File: config.mk
export PLATFORM = sky130hd
export DESIGN_NAME = mem_stage_flat
export DESIGN_NICKNAME = d
export VERILOG_FILES = /design/src/common/pipe_pkg.sv /design/src/common/ex_mem_if.sv /design/src/rtl/mem_stage.sv /design/src/flat_wrapper.sv
export SDC_FILE = /design/constraint.sdc
export NUM_CORES = 1
export LEC_CHECK = 0
export BUFFER_PORTS_ARGS = -buffer_cell sky130_fd_sc_hd__buf_2
export CORE_MARGIN = 10
export CORE_UTILIZATION = 38
export DETAILED_ROUTE_END_ITERATION = 10
export PLACE_DENSITY_LB_ADDON = 0.08
export SETUP_SLACK_MARGIN = 0.3
export SYNTH_ARGS = -nofsm -noshare
export SYNTH_HDL_FRONTEND = slang
export SYNTH_SLANG_ARGS = --single-unit
File: constraint.sdc
create_clock -name clk -period 2.3 [get_ports clk]
set_input_delay 0.23 -clock clk [delete_from_list [all_inputs] [get_ports clk]]
set_output_delay 0.23 -clock clk [all_outputs]
set_load 0.02 [all_outputs]
File: src/common/pipe_pkg.sv
`default_nettype none

package pipe_pkg;

    // one-hot alu operation bit positions
    localparam int unsigned ALU_ADD  = 0;
    localparam int unsigned ALU_SUB  = 1;
    localparam int unsigned ALU_SLT  = 2;
    localparam int unsigned ALU_SLTU = 3;
    localparam int unsigned ALU_AND  = 4;
    localparam int unsigned ALU_NOR  = 5;
    localparam int unsigned ALU_OR   = 6;
    localparam int unsigned ALU_XOR  = 7;
    localparam int unsigned ALU_SLL  = 8;
    localparam int unsigned ALU_SRL  = 9;
    localparam int unsigned ALU_SRA  = 10;
    localparam int unsigned ALU_LUI  = 11;

    typedef logic [11:0] alu_op_t;

    // decoded instruction from decode, 148 bits
    typedef struct packed {
        alu_op_t     alu_op;
        logic        res_from_mem;  // load
        logic [31:0] alu_src1;
        logic [31:0] alu_src2;
        logic        mem_we;        // store
        logic        rf_we;
        logic [4:0]  rf_waddr;
        logic [31:0] rkd_value;     // store data
        logic [31:0] pc;
    } id_to_ex_t;

    // forwarding record back to decode, flags already qualified by ex valid
    typedef struct packed {
        logic        res_from_mem;
        logic        rf_we;
        logic [4:0]  rf_waddr;
        logic [31:0] alu_result;
    } ex_fwd_t;

    typedef struct packed {
        logic [31:0] pc;
        logic        rf_we;
        logic [4:0]  rf_waddr;
        logic [31:0] rf_wdata;
    } wb_t;

endpackage

`default_nettype wire
File: src/common/ex_mem_if.sv
`timescale 1ns/10ps
`default_nettype none

// execute to memory stage handoff
interface ex_mem_if;

    logic        valid;
    logic        allowin;
    logic [31:0] pc;
    logic        res_from_mem;
    logic        rf_we;
    logic [4:0]  rf_waddr;
    logic [31:0] alu_result;

    modport source (
        output valid, pc, res_from_mem, rf_we, rf_waddr, alu_result,
        input  allowin
    );

    modport sink (
        input  valid, pc, res_from_mem, rf_we, rf_waddr, alu_result,
        output allowin
    );

endinterface

`default_nettype wire

File: src/rtl/mem_stage.sv
`timescale 1ns/10ps
`default_nettype none

module mem_stage import pipe_pkg::*; (
    input  wire          clk,
    input  wire          resetn,
    ex_mem_if.sink       ex_mem,
    input  wire  [31:0]  sram_rdata,
    input  wire          wb_allowin,
    output logic         wb_valid,
    output wb_t          wb
);

    logic        mem_valid;
    logic        mem_ready_go;
    logic        mem_allowin;
    logic [31:0] mem_pc;
    logic        mem_res_from_mem;
    logic        mem_rf_we;
    logic [4:0]  mem_rf_waddr;
    logic [31:0] mem_alu_result;

    // load data arrives with the instruction, nothing to wait for
    assign mem_ready_go   = 1'b1;
    assign mem_allowin    = ~mem_valid | (mem_ready_go & wb_allowin);
    assign ex_mem.allowin = mem_allowin;

    always_ff @(posedge clk) begin
        if (!resetn) begin
            mem_valid <= 1'b0;
        end else if (mem_allowin) begin
            mem_valid <= ex_mem.valid;
        end
    end

    always_ff @(posedge clk) begin
        if (ex_mem.valid && mem_allowin) begin
            mem_pc           <= ex_mem.pc;
            mem_res_from_mem <= ex_mem.res_from_mem;
            mem_rf_we        <= ex_mem.rf_we;
            mem_rf_waddr     <= ex_mem.rf_waddr;
            mem_alu_result   <= ex_mem.alu_result;
        end
    end

    assign wb_valid    = mem_valid & mem_ready_go;
    assign wb.pc       = mem_pc;
    assign wb.rf_we    = mem_rf_we & mem_valid;
    assign wb.rf_waddr = mem_rf_waddr;
    assign wb.rf_wdata = mem_res_from_mem ? sram_rdata : mem_alu_result;  // load or alu

endmodule

`default_nettype wire

File: src/flat_wrapper.sv
// flat-port wrapper written by rule: the top's interface ports become plain ports
module mem_stage_flat import pipe_pkg::*;
  (clk, resetn, sram_rdata, wb_allowin, wb_valid, wb, ex_mem_valid, ex_mem_pc, ex_mem_res_from_mem, ex_mem_rf_we, ex_mem_rf_waddr, ex_mem_alu_result, ex_mem_allowin);
  ex_mem_if ex_mem_i ();
  input  wire clk;
  input  wire resetn;
  input  wire  [31:0] sram_rdata;
  input  wire wb_allowin;
  output logic wb_valid;
  output wb_t wb;
  input wire logic [$bits(ex_mem_i.valid)-1:0] ex_mem_valid;
  input wire logic [$bits(ex_mem_i.pc)-1:0] ex_mem_pc;
  input wire logic [$bits(ex_mem_i.res_from_mem)-1:0] ex_mem_res_from_mem;
  input wire logic [$bits(ex_mem_i.rf_we)-1:0] ex_mem_rf_we;
  input wire logic [$bits(ex_mem_i.rf_waddr)-1:0] ex_mem_rf_waddr;
  input wire logic [$bits(ex_mem_i.alu_result)-1:0] ex_mem_alu_result;
  output wire logic [$bits(ex_mem_i.allowin)-1:0] ex_mem_allowin;
  assign ex_mem_i.valid = ex_mem_valid;
  assign ex_mem_i.pc = ex_mem_pc;
  assign ex_mem_i.res_from_mem = ex_mem_res_from_mem;
  assign ex_mem_i.rf_we = ex_mem_rf_we;
  assign ex_mem_i.rf_waddr = ex_mem_rf_waddr;
  assign ex_mem_i.alu_result = ex_mem_alu_result;
  assign ex_mem_allowin = ex_mem_i.allowin;
  mem_stage u_core (.clk(clk), .resetn(resetn), .ex_mem(ex_mem_i), .sram_rdata(sram_rdata), .wb_allowin(wb_allowin), .wb_valid(wb_valid), .wb(wb));
endmodule
==> impl_metrics.env, run 1 <==
export IMPL_gp_congestion=0.7005
export IMPL_reg2reg_slack_ns=0.82
export IMPL_cp_arrival_ns=1.50
export IMPL_dr_pass1_iters=4
export IMPL_r2r_worst_path_cells=3
export IMPL_cp_startpoint="u_core.mem_res_from_mem"
export IMPL_htreeDepth=3
export IMPL_synth_seq_cells=72
export IMPL_drt_iter0_markers=49
export IMPL_status="finished, final reports clean"
export IMPL_mappedNetlistNets=220
export IMPL_cts_hold_buf=0
export IMPL_synthesis_area_um2=2726
export IMPL_yosysSeqAreaShare=0.7894
export IMPL_cts_root_buf="clkbuf_8"
export IMPL_core_um2=6869
export IMPL_ctsResizeCount=0
export IMPL_finClkSkew_ns=0.009355
export IMPL_clk_latency_ns=0.34
export IMPL_finish_utilization=0.5670
export IMPL_power_leakage_uw=0.001778
export IMPL_drive_above_1_share=0.7508
export IMPL_crit_required_ns=2.07
export IMPL_io_pins=179
export IMPL_synth_cell_type_count=10
export IMPL_wl_per_cell_um=17.41
export IMPL_critical_path_endpoint="wb[30]"
export IMPL_rr_startpoint="u_core.wb_valid"
export IMPL_via_count=1700
export IMPL_grt_max_degree=40
export IMPL_pre_cts_ws_ns=0.7804
export IMPL_ant_nets=0
export IMPL_r2r_end="u_core.mem_pc[13]"
export IMPL_grt_total_usage=0.1241
export IMPL_initial_core_util=0.3969
export IMPL_cts_inserted_buffers=9
export IMPL_layout_nets=407
export IMPL_first_global_vias=1973
export IMPL_start_kind="flip-flop"
export IMPL_powerDensity_nw_per_um2=741.0
export IMPL_num_antenna_cells=0
export IMPL_fin_hold_ws_ns=0.05872
export IMPL_fp_dieH_um=104.7
export IMPL_synth_top_area_frac=0.7820
export IMPL_hold_path_class="in2reg"
export IMPL_area_delta_synth_final_pct=42.86
export IMPL_synth_top_area_cell="edfxtp_1"
export IMPL_rows=30
export IMPL_period_share=0.7523
export IMPL_drc=0
export IMPL_hold_path_depth=1
export IMPL_max_slew_worst_pin_slew_ns=0.4328
export IMPL_port_buffers=178
export IMPL_fmax_mhz=577.9
export IMPL_endpoint_kind="output pin"
export IMPL_post_route_worst_setup_slack_ns=0.5696
export IMPL_hold_viol_final=0
export IMPL_maxSlewViolCount=0
export IMPL_synthTopCellsByArea="edfxtp_1, mux2_4, buf_12"
export IMPL_antenna_found_initial=0
export IMPL_rsz0062_at_grt="no"
export IMPL_fin_tns_setup_ns=0
export IMPL_vdd_drop_max_mv=0.3917
export IMPL_critPathKind="reg2out"
export IMPL_clkSinkCount=72
export IMPL_power_uw=2886
export IMPL_dieArea_um2=10960
export IMPL_critical_path_max_fanout=32
export IMPL_syn_area_per_cell_um2=24.13
export IMPL_cap_violations=0
export IMPL_setup_viol=0
export IMPL_period_needed_ns=1.730
export IMPL_grt_overflow=0
export IMPL_chipWidth_um=104.7
export IMPL_yosysWarnings=0
export IMPL_synthCells=113
export IMPL_cts_clk_slew_worst_paths_ns=0.09
export IMPL_cts_setup_buffers=0
export IMPL_viasPerCell=4.239
export IMPL_cts_tree="built"
export IMPL_clk_path_buf_depth=2
export IMPL_maxSlewHeadroom=0.7115
export IMPL_routed_wl_um=6980
export IMPL_grt_pass1_wl_um=10540
## final cells by class
type | instances | area, µm²
clock inverters | 7 | 62.56
well taps | 96 | 120.1
multi-input cells | 36 | 501.7
clock buffers | 9 | 123.9
fillers | 591 | 2974
repair buffers | 180 | 930.9
flip-flops and latches | 72 | 2152
inverters | 1 | 3.754
## power by group
part	switching, µW	internal (µW)
logic	230	197
clock network	498	411
registers	18.1	1530
## critical path, cell delays in order, from the launching register on
cell and delay [ns]:
edfxtp_1 0.38, buf_12 0.25, mux2_2 0.37, buf_2 0.16
## worst min path at each step
stage	end	slack (ns)	startpoint
after CTS	u_core.mem_pc[27]	0.04	ex_mem_pc[27]
after floorplan	u_core.mem_alu_result[0]	0.33	ex_mem_alu_result[0]
after detailed placement	u_core.mem_pc[27]	0.41	ex_mem_pc[27]
after global routing	u_core.mem_pc[11]	0.03	ex_mem_pc[11]
after global placement	u_core.mem_pc[22]	0.41	ex_mem_pc[22]
final	u_core.mem_pc[27]	0.06	ex_mem_pc[27]
## state kept, by name, summed over array words and instances, names as in the netlist
| signal | flops |
|---|---|
| u_core.mem_res_from_mem | 1 |
| u_core.mem_pc | 32 |
| u_core.mem_rf_waddr | 5 |
| u_core.mem_alu_result | 32 |
| u_core.wb_valid | 1 |
| u_core.mem_rf_we | 1 |
## cells in the final DEF (no fill, tap or decap), types with 2 or more instances in the layout
master,n
clkinv_4,3
clkbuf_8,9
mux2_2,2
buf_12,2
inv_6,2
buf_2,178
mux2_4,30
edfxtp_1,71
## kinds of logic (layout without fill, tap and decap cells)
logic type | after synthesis | after routing | synth area share
AO/OA/AOI/OAI | 1 | 1 | 0.002755
buffers and inverters | 5 | 197 | 0.02753
flip-flops | 72 | 72 | 0.7894
multiplexers | 32 | 32 | 0.1735
AND/OR/NAND/NOR | 3 | 3 | 0.006885
## synthesized netlist by cell type
cell	number
edfxtp_1	71
a21boi_0	1
buf_12	3
mux2_2	2
buf_6	1
dfxtp_1	1
nand2b_1	1
and2_1	2
inv_1	1
mux2_4	30
## metrics by stage
stage	instances	instance area, µm²
floorplan	113	2728
global placement	385	3709
detailed placement	385	3709
CTS	401	3895
global route	401	3895
finish	401	3895
## per-layer routing
layer | up-vias | GRT usage | share of wire
li1 | 823 | - | -
met1 | 759 | 0.1201 | 0.36
met2 | 108 | 0.2028 | 0.49
met3 | 10 | 0.07862 | 0.14
met4 | 0 | 0.06176 | 0.018
met5 | - | 0 | 0
No activity file was read; power rests on OpenSTA's default activity.
==> inputs of run 2 (changes only) <==
==> constraint.sdc (replaced) <==
create_clock -name clk -period 1.5 [get_ports clk]
set_input_delay 0.15 -clock clk [delete_from_list [all_inputs] [get_ports clk]]
set_output_delay 0.15 -clock clk [all_outputs]
set_load 0.02 [all_outputs]
==> run 2 against run 1 <==
- the run now ends with negative setup slack left
- sequential share of layout area is 12 points lower
- combinational power is 130% higher
- final cell count is 20% higher
- worst setup slack worse by 0.73 ns
- first-iteration DRC count is 51% higher
- die area stayed put
- register-to-register slack worse by 0.47 ns
- largest cell class unchanged
==> impl_metrics.env, run 2 (synthesized netlist as in run 1, its figures left out) <==
export IMPL_grt_overflow=0
export IMPL_top_regs="u_core.mem_alu_result: 32 flops, u_core.mem_pc: 32 flops, u_core.mem_rf_waddr: 5 flops"
export IMPL_area_delta_synth_final_pct=82.61
export IMPL_crit_top_cell="buf_6"
export IMPL_critPathKind="reg2out"
export IMPL_port_buffers=178
export IMPL_io_pins=179
export IMPL_fin_hold_ws_ns=0.05629
export IMPL_vdd_drop_max_mv=0.6456
export IMPL_finish_utilization=0.7248
export IMPL_clkSinkCount=72
export IMPL_layout_nets=486
export IMPL_layout_commonest_cell="buf_2"
export IMPL_cp_cell_sequence="buf_6 > clkbuf_16 > mux2_4 > buf_6"
export IMPL_crit_required_ns=1.35
export IMPL_grt_total_usage=0.1491
export IMPL_clk_path_buf_depth=2
export IMPL_status="finished with violations"
export IMPL_htreeDepth=3
export IMPL_grt_max_degree=48
export IMPL_fmax_mhz=603.5
export IMPL_chipWidth_um=104.7
export IMPL_max_slew_worst_pin_slew_ns=0.1782
export IMPL_reg2reg_slack_ns=0.35
export IMPL_grt_pass1_wl_um=12650
export IMPL_via_count=2035
export IMPL_powerDensity_nw_per_um2=977.1
export IMPL_cts_clk_slew_worst_paths_ns=0.07
export IMPL_cp_arrival_ns=1.51
export IMPL_dieArea_um2=10960
export IMPL_clk_latency_ns=0.35
export IMPL_gp_congestion=0.6874
export IMPL_finClkSkew_ns=0.01027
export IMPL_period_share=1.105
export IMPL_rsz0062_at_grt="yes"
export IMPL_core_um2=6869
export IMPL_hold_viol_final=0
export IMPL_place_area_um2=3735
export IMPL_maxSlewViolCount=0
export IMPL_start_kind="flip-flop"
export IMPL_maxSlewHeadroom=0.8812
export IMPL_drc=0
export IMPL_ant_nets=0
export IMPL_period_needed_ns=1.657
export IMPL_setup_viol=32
export IMPL_num_antenna_cells=0
export IMPL_mostFrequentLayoutCells="buf_2, dlygate4sd3_1, edfxtp_1"
export IMPL_critPathTopFamily="buffers and inverters"
export IMPL_initial_core_util=0.3969
export IMPL_first_global_vias=2364
export IMPL_stdcell_area_um2=4979
export IMPL_cp_slowest_cell="edfxtp_1"
export IMPL_rows=30
export IMPL_crit_buf_inv=3
export IMPL_drt_iter0_markers=74
export IMPL_cts_tree="built"
export IMPL_endpoint_kind="output pin"
export IMPL_dr_pass1_iters=3
export IMPL_wl_per_cell_um=18.50
export IMPL_hold_path_class="in2reg"
export IMPL_violations="negative setup slack"
export IMPL_viasPerCell=4.240
export IMPL_max_stage_delay_ns=0.42
export IMPL_critical_path_max_fanout=6
export IMPL_cts_inserted_buffers=9
export IMPL_antenna_found_initial=0
export IMPL_cap_violations=0
export IMPL_drive_above_1_share=0.6224
export IMPL_post_route_worst_setup_slack_ns=-0.1570
export IMPL_routed_wl_um=8879
export IMPL_fp_dieH_um=104.7
export IMPL_power_leakage_uw=0.002226
export IMPL_cts_root_buf="clkbuf_8"
export IMPL_power_uw=4864
[run 2: final cells by class]
type	count	area (µm²)
Clock buffer	9	123.9
Fill cell	467	1891
Clock inverter	7	72.57
Timing Repair Buffer	259	1993
Inverter	1	3.754
Sequential cell	72	2156
Tap cell	96	120.1
Multi-Input combinational cell	36	509.2
[run 2: per-stage QoR]
stage,worst slack [ns],setup TNS (ns),cells
4_1_cts,-0.1598,-4.066,474
6_report,-0.1570,-4.423,480
2_1_floorplan,0.05118,0,113
5_1_grt,-0.2020,-5.898,480
3_3_place_gp,0.2470,0,387
3_5_place_dp,0.2328,0,387
[run 2: final timing paths]
check,start,endpoint,cells after the start
max reg2reg,u_core.wb_valid,u_core.mem_alu_result[3],3
min,resetn,u_core.wb_valid,2
min reg2reg,u_core.wb_valid,u_core.wb_valid,2
max,u_core.mem_res_from_mem,wb[20],4
[run 2: worst reg2reg max path: stages, from the launching register on]
cell	delay, ns
dfxtp_4	0.35
nand2b_4	0.06
and2_4	0.20
buf_8	0.22
[run 2: what timing repair did]
item / in CTS / in global routing
cloned: 0 / 4
hold endpoints to repair: 71 / 0
hold buffers: 71 / 0
setup buffers: 0 / 2
endpoints found under the setup margin: 37 / 45
resized for setup: 27 / 45
[run 2: layer usage]
metal,track usage,vias up,part of all wire
met5,0,-,0
met4,0.07059,0,0.016
met3,0.08170,11,0.11
met2,0.2637,99,0.55
met1,0.1367,949,0.32
li1,-,976,-
[run 2: power breakdown]
part / internal, µW / leakage [µW] / switching (µW)
sequential: 2350 / 0.000696 / 33.4
combinational: 549 / 0.00144 / 424
clock: 767 / 0.0000952 / 743
total: 3660 / 0.00223 / 1200
==> inputs of run 3 (changes only) <==
--- a/config.mk
+++ b/config.mk
@@ -5,6 +5,7 @@
 export SDC_FILE = /design/constraint.sdc
 export NUM_CORES = 1
 export LEC_CHECK = 0
+export ABC_AREA = 1
 export BUFFER_PORTS_ARGS = -buffer_cell sky130_fd_sc_hd__buf_2
 export CORE_MARGIN = 10
 export CORE_UTILIZATION = 38
==> run 3 against run 2 <==
- the flow still finishes with violations (negative setup slack)
- global-route usage grew 1.0 points
- synthesized cell count grew 62%
- clock skew shrank 0.0034 ns
- clock-buffer cell count grew 1
- cell area grew 0.55%
- first-iteration DRC count shrank 11%
- combinational power shrank 1%
- wire length grew 0.71%
- register-to-register slack gained 0.02 ns
- worst setup slack gained 0.12 ns
- fmax grew 8.0%
- critical path type unchanged
==> impl_metrics.env, run 3 <==
export IMPL_fp_dieH_um=105.8
export IMPL_synth_seq_cells=72
export IMPL_io_pins=179
export IMPL_rsz0062_at_grt="yes"
export IMPL_top_regs="u_core.mem_alu_result: 32 flops, u_core.mem_pc: 32 flops, u_core.mem_rf_waddr: 5 flops"
export IMPL_maxSlewViolCount=0
export IMPL_mappedNetlistNets=290
export IMPL_cp_startpoint="u_core.mem_res_from_mem"
export IMPL_setup_viol=26
export IMPL_post_synth_top_count_cell="edfxtp_1"
export IMPL_cp_arrival_ns=1.38
export IMPL_power_uw=4687
export IMPL_rows=31
export IMPL_start_kind="flip-flop"
export IMPL_synthTopCellsByArea="edfxtp_1, o21ai_2, inv_1"
export IMPL_wl_per_cell_um=16.29
export IMPL_drive_above_1_share=0.5378
export IMPL_drc=0
export IMPL_power_switching_share=0.2669
export IMPL_synthesis_area_um2=2798
export IMPL_p_clk_frac=0.287
export IMPL_dp_hpwl_um=5891
export IMPL_synthCells=183
export IMPL_synth_top_area_frac=0.7621
export IMPL_critical_path_endpoint="wb[16]"
export IMPL_gp_congestion=0.7336
export IMPL_fillCellCount=566
export IMPL_endpoint_kind="output pin"
export IMPL_power_leakage_uw=0.002285
export IMPL_grt_overflow=0
export IMPL_status="finished with violations"
export IMPL_via_count=2289
export IMPL_grt_max_degree=40
export IMPL_routed_wl_um=8942
export IMPL_synth_top_area_cell="edfxtp_1"
export IMPL_synth_main_ff_cell="edfxtp_1"
export IMPL_r2r_end="u_core.mem_alu_result[19]"
export IMPL_post_route_worst_setup_slack_ns=-0.03416
export IMPL_critPathKind="reg2out"
export IMPL_cts_tree="built"
export IMPL_gr_usage_met3=0.08526
export IMPL_layout_commonest_cell="buf_2"
export IMPL_syn_area_per_cell_um2=15.29
export IMPL_met1_usage=0.1580
export IMPL_first_global_vias=2649
export IMPL_ant_nets=0
export IMPL_reg2reg_slack_ns=0.37
export IMPL_fmax_mhz=651.8
export IMPL_p_sw_uw=1251
export IMPL_violations="negative setup slack"
export IMPL_dieArea_um2=11190
export IMPL_cap_violations=0
export IMPL_synth_cell_type_count=11
export IMPL_yosysSeqAreaShare=0.7692
export IMPL_p_comb_frac=0.206
export IMPL_finClkSkew_ns=0.006860
export IMPL_cts_clk_slew_worst_paths_ns=0.08
export IMPL_maxSlewHeadroom=0.8627
export IMPL_period_needed_ns=1.534
export IMPL_core_um2=7214
export IMPL_synth_edf_count=71
export IMPL_vdd_drop_max_mv=0.6704
export IMPL_grt_total_usage=0.1594
export IMPL_clkSinkCount=72
export IMPL_use_met2=0.2827
export IMPL_synthTopCellsByCount="edfxtp_1, inv_1, nand2_1, o21ai_2"
export IMPL_period_share=1.023
export IMPL_hold_path_class="in2reg"
export IMPL_multiInputGateArea_um2=479.2
export IMPL_p_seq_frac=0.507
export IMPL_yosysWarnings=0
export IMPL_area_delta_synth_final_pct=78.94
export IMPL_dr_pass1_iters=4
export IMPL_initial_core_util=0.3878
export IMPL_fin_hold_ws_ns=0.02525
export IMPL_power_internal_uw=3436
export IMPL_cts_inserted_buffers=9
export IMPL_mostFrequentLayoutCells="buf_2, dlygate4sd3_1, edfxtp_1"
export IMPL_grt_most_used_layer="met2"
export IMPL_rr_startpoint="u_core.wb_valid"
export IMPL_antenna_found_initial=0
export IMPL_htreeDepth=3
export IMPL_regArea_um2=2156
export IMPL_clk_path_buf_depth=2
export IMPL_synthArstFlopShare=0
export IMPL_chipWidth_um=105.8
export IMPL_grt_pass1_wl_um=14100
export IMPL_drt_iter0_markers=66
export IMPL_layout_nets=552
export IMPL_max_slew_worst_pin_slew_ns=0.2060
export IMPL_num_antenna_cells=0
export IMPL_critical_path_max_fanout=32
export IMPL_clk_latency_ns=0.34
export IMPL_r2r_worst_path_cells=2
export IMPL_viasPerCell=4.169
export IMPL_crit_required_ns=1.35
export IMPL_cts_root_buf="clkbuf_8"
export IMPL_powerDensity_nw_per_um2=936.3
export IMPL_port_buffers=178
export IMPL_hold_viol_final=0
[run 3: how the worst min path moves through the flow]
stage                               startpoint                       end  slack, ns  cells past startpoint
after floorplan           ex_mem_alu_result[0]  u_core.mem_alu_result[0]       0.25                      0
after global placement      ex_mem_rf_waddr[0]    u_core.mem_rf_waddr[0]       0.33                      1
after detailed placement         ex_mem_pc[19]         u_core.mem_pc[19]       0.33                      1
after CTS                               resetn           u_core.wb_valid      0.009                      3
after global routing                    resetn           u_core.wb_valid       0.01                      3
final                                   resetn           u_core.wb_valid       0.03                      3
[run 3: power groups by stage]
stage / combinational, µW / sequential (µW) / clock (µW)
CTS: 925 / 2380 / 1400
finish: 964 / 2380 / 1350
global placement: 665 / 2420 / 0
detailed placement: 670 / 2420 / 0
floorplan: 298 / 2500 / 0
global route: 1030 / 2390 / 1490
[run 3: area by class of cell]
type / count / area share
clock buffer: 10 / 0.02549
clock inverter: 6 / 0.008998
inverter: 36 / 0.02699
multi-input combinational: 68 / 0.09573
sequential: 72 / 0.4306
tap: 99 / 0.02474
timing repair buffer: 258 / 0.3874
[run 3: routing by layer]
layer,share of wire,wire (µm)
met1,0.35,3152
met2,0.53,4760
met3,0.10,936
met4,0.010,92
met5,0,0
[run 3: cell families (layout without fill, tap and decap cells)]
| kind of cell | Yosys count | count (layout) | synth area share |
|---|---|---|---|
| compound gates | 34 | 34 | 0.09973 |
| buf+inv | 43 | 310 | 0.08363 |
| flops | 72 | 72 | 0.7692 |
| simple gates | 34 | 34 | 0.04741 |
[run 3: what timing repair did]
item,in CTS,in global routing
gates resized for setup,56,14
setup endpoints to repair,32,33
endpoints found under the hold margin,71,0
hold buffers,71,0
pin swaps,4,5
gates cloned,2,2
setup buffers,2,0
[run 3: metrics by stage]
step / setup TNS, ns / area (µm²) / utilization / setup slack (ns) / instances
floorplan: -35.99 / 2813 / - / -0.5069 / 183
global placement: 0 / 3789 / 0.5251 / 0.3064 / 456
detailed placement: 0 / 3789 / 0.5251 / 0.2830 / 456
CTS: -0.2538 / 4892 / 0.6781 / -0.01578 / 547
global route: -2.762 / 5006 / 0.6939 / -0.1106 / 549
finish: -0.3713 / 5006 / 0.6939 / -0.03416 / 549
[run 3: critical path, stage by stage (launching register included)]
cell	delay [ns]
edfxtp_1	0.42
buf_4	0.17
buf_12	0.16
nand2_1	0.09
o21ai_2	0.06
buf_4	0.15
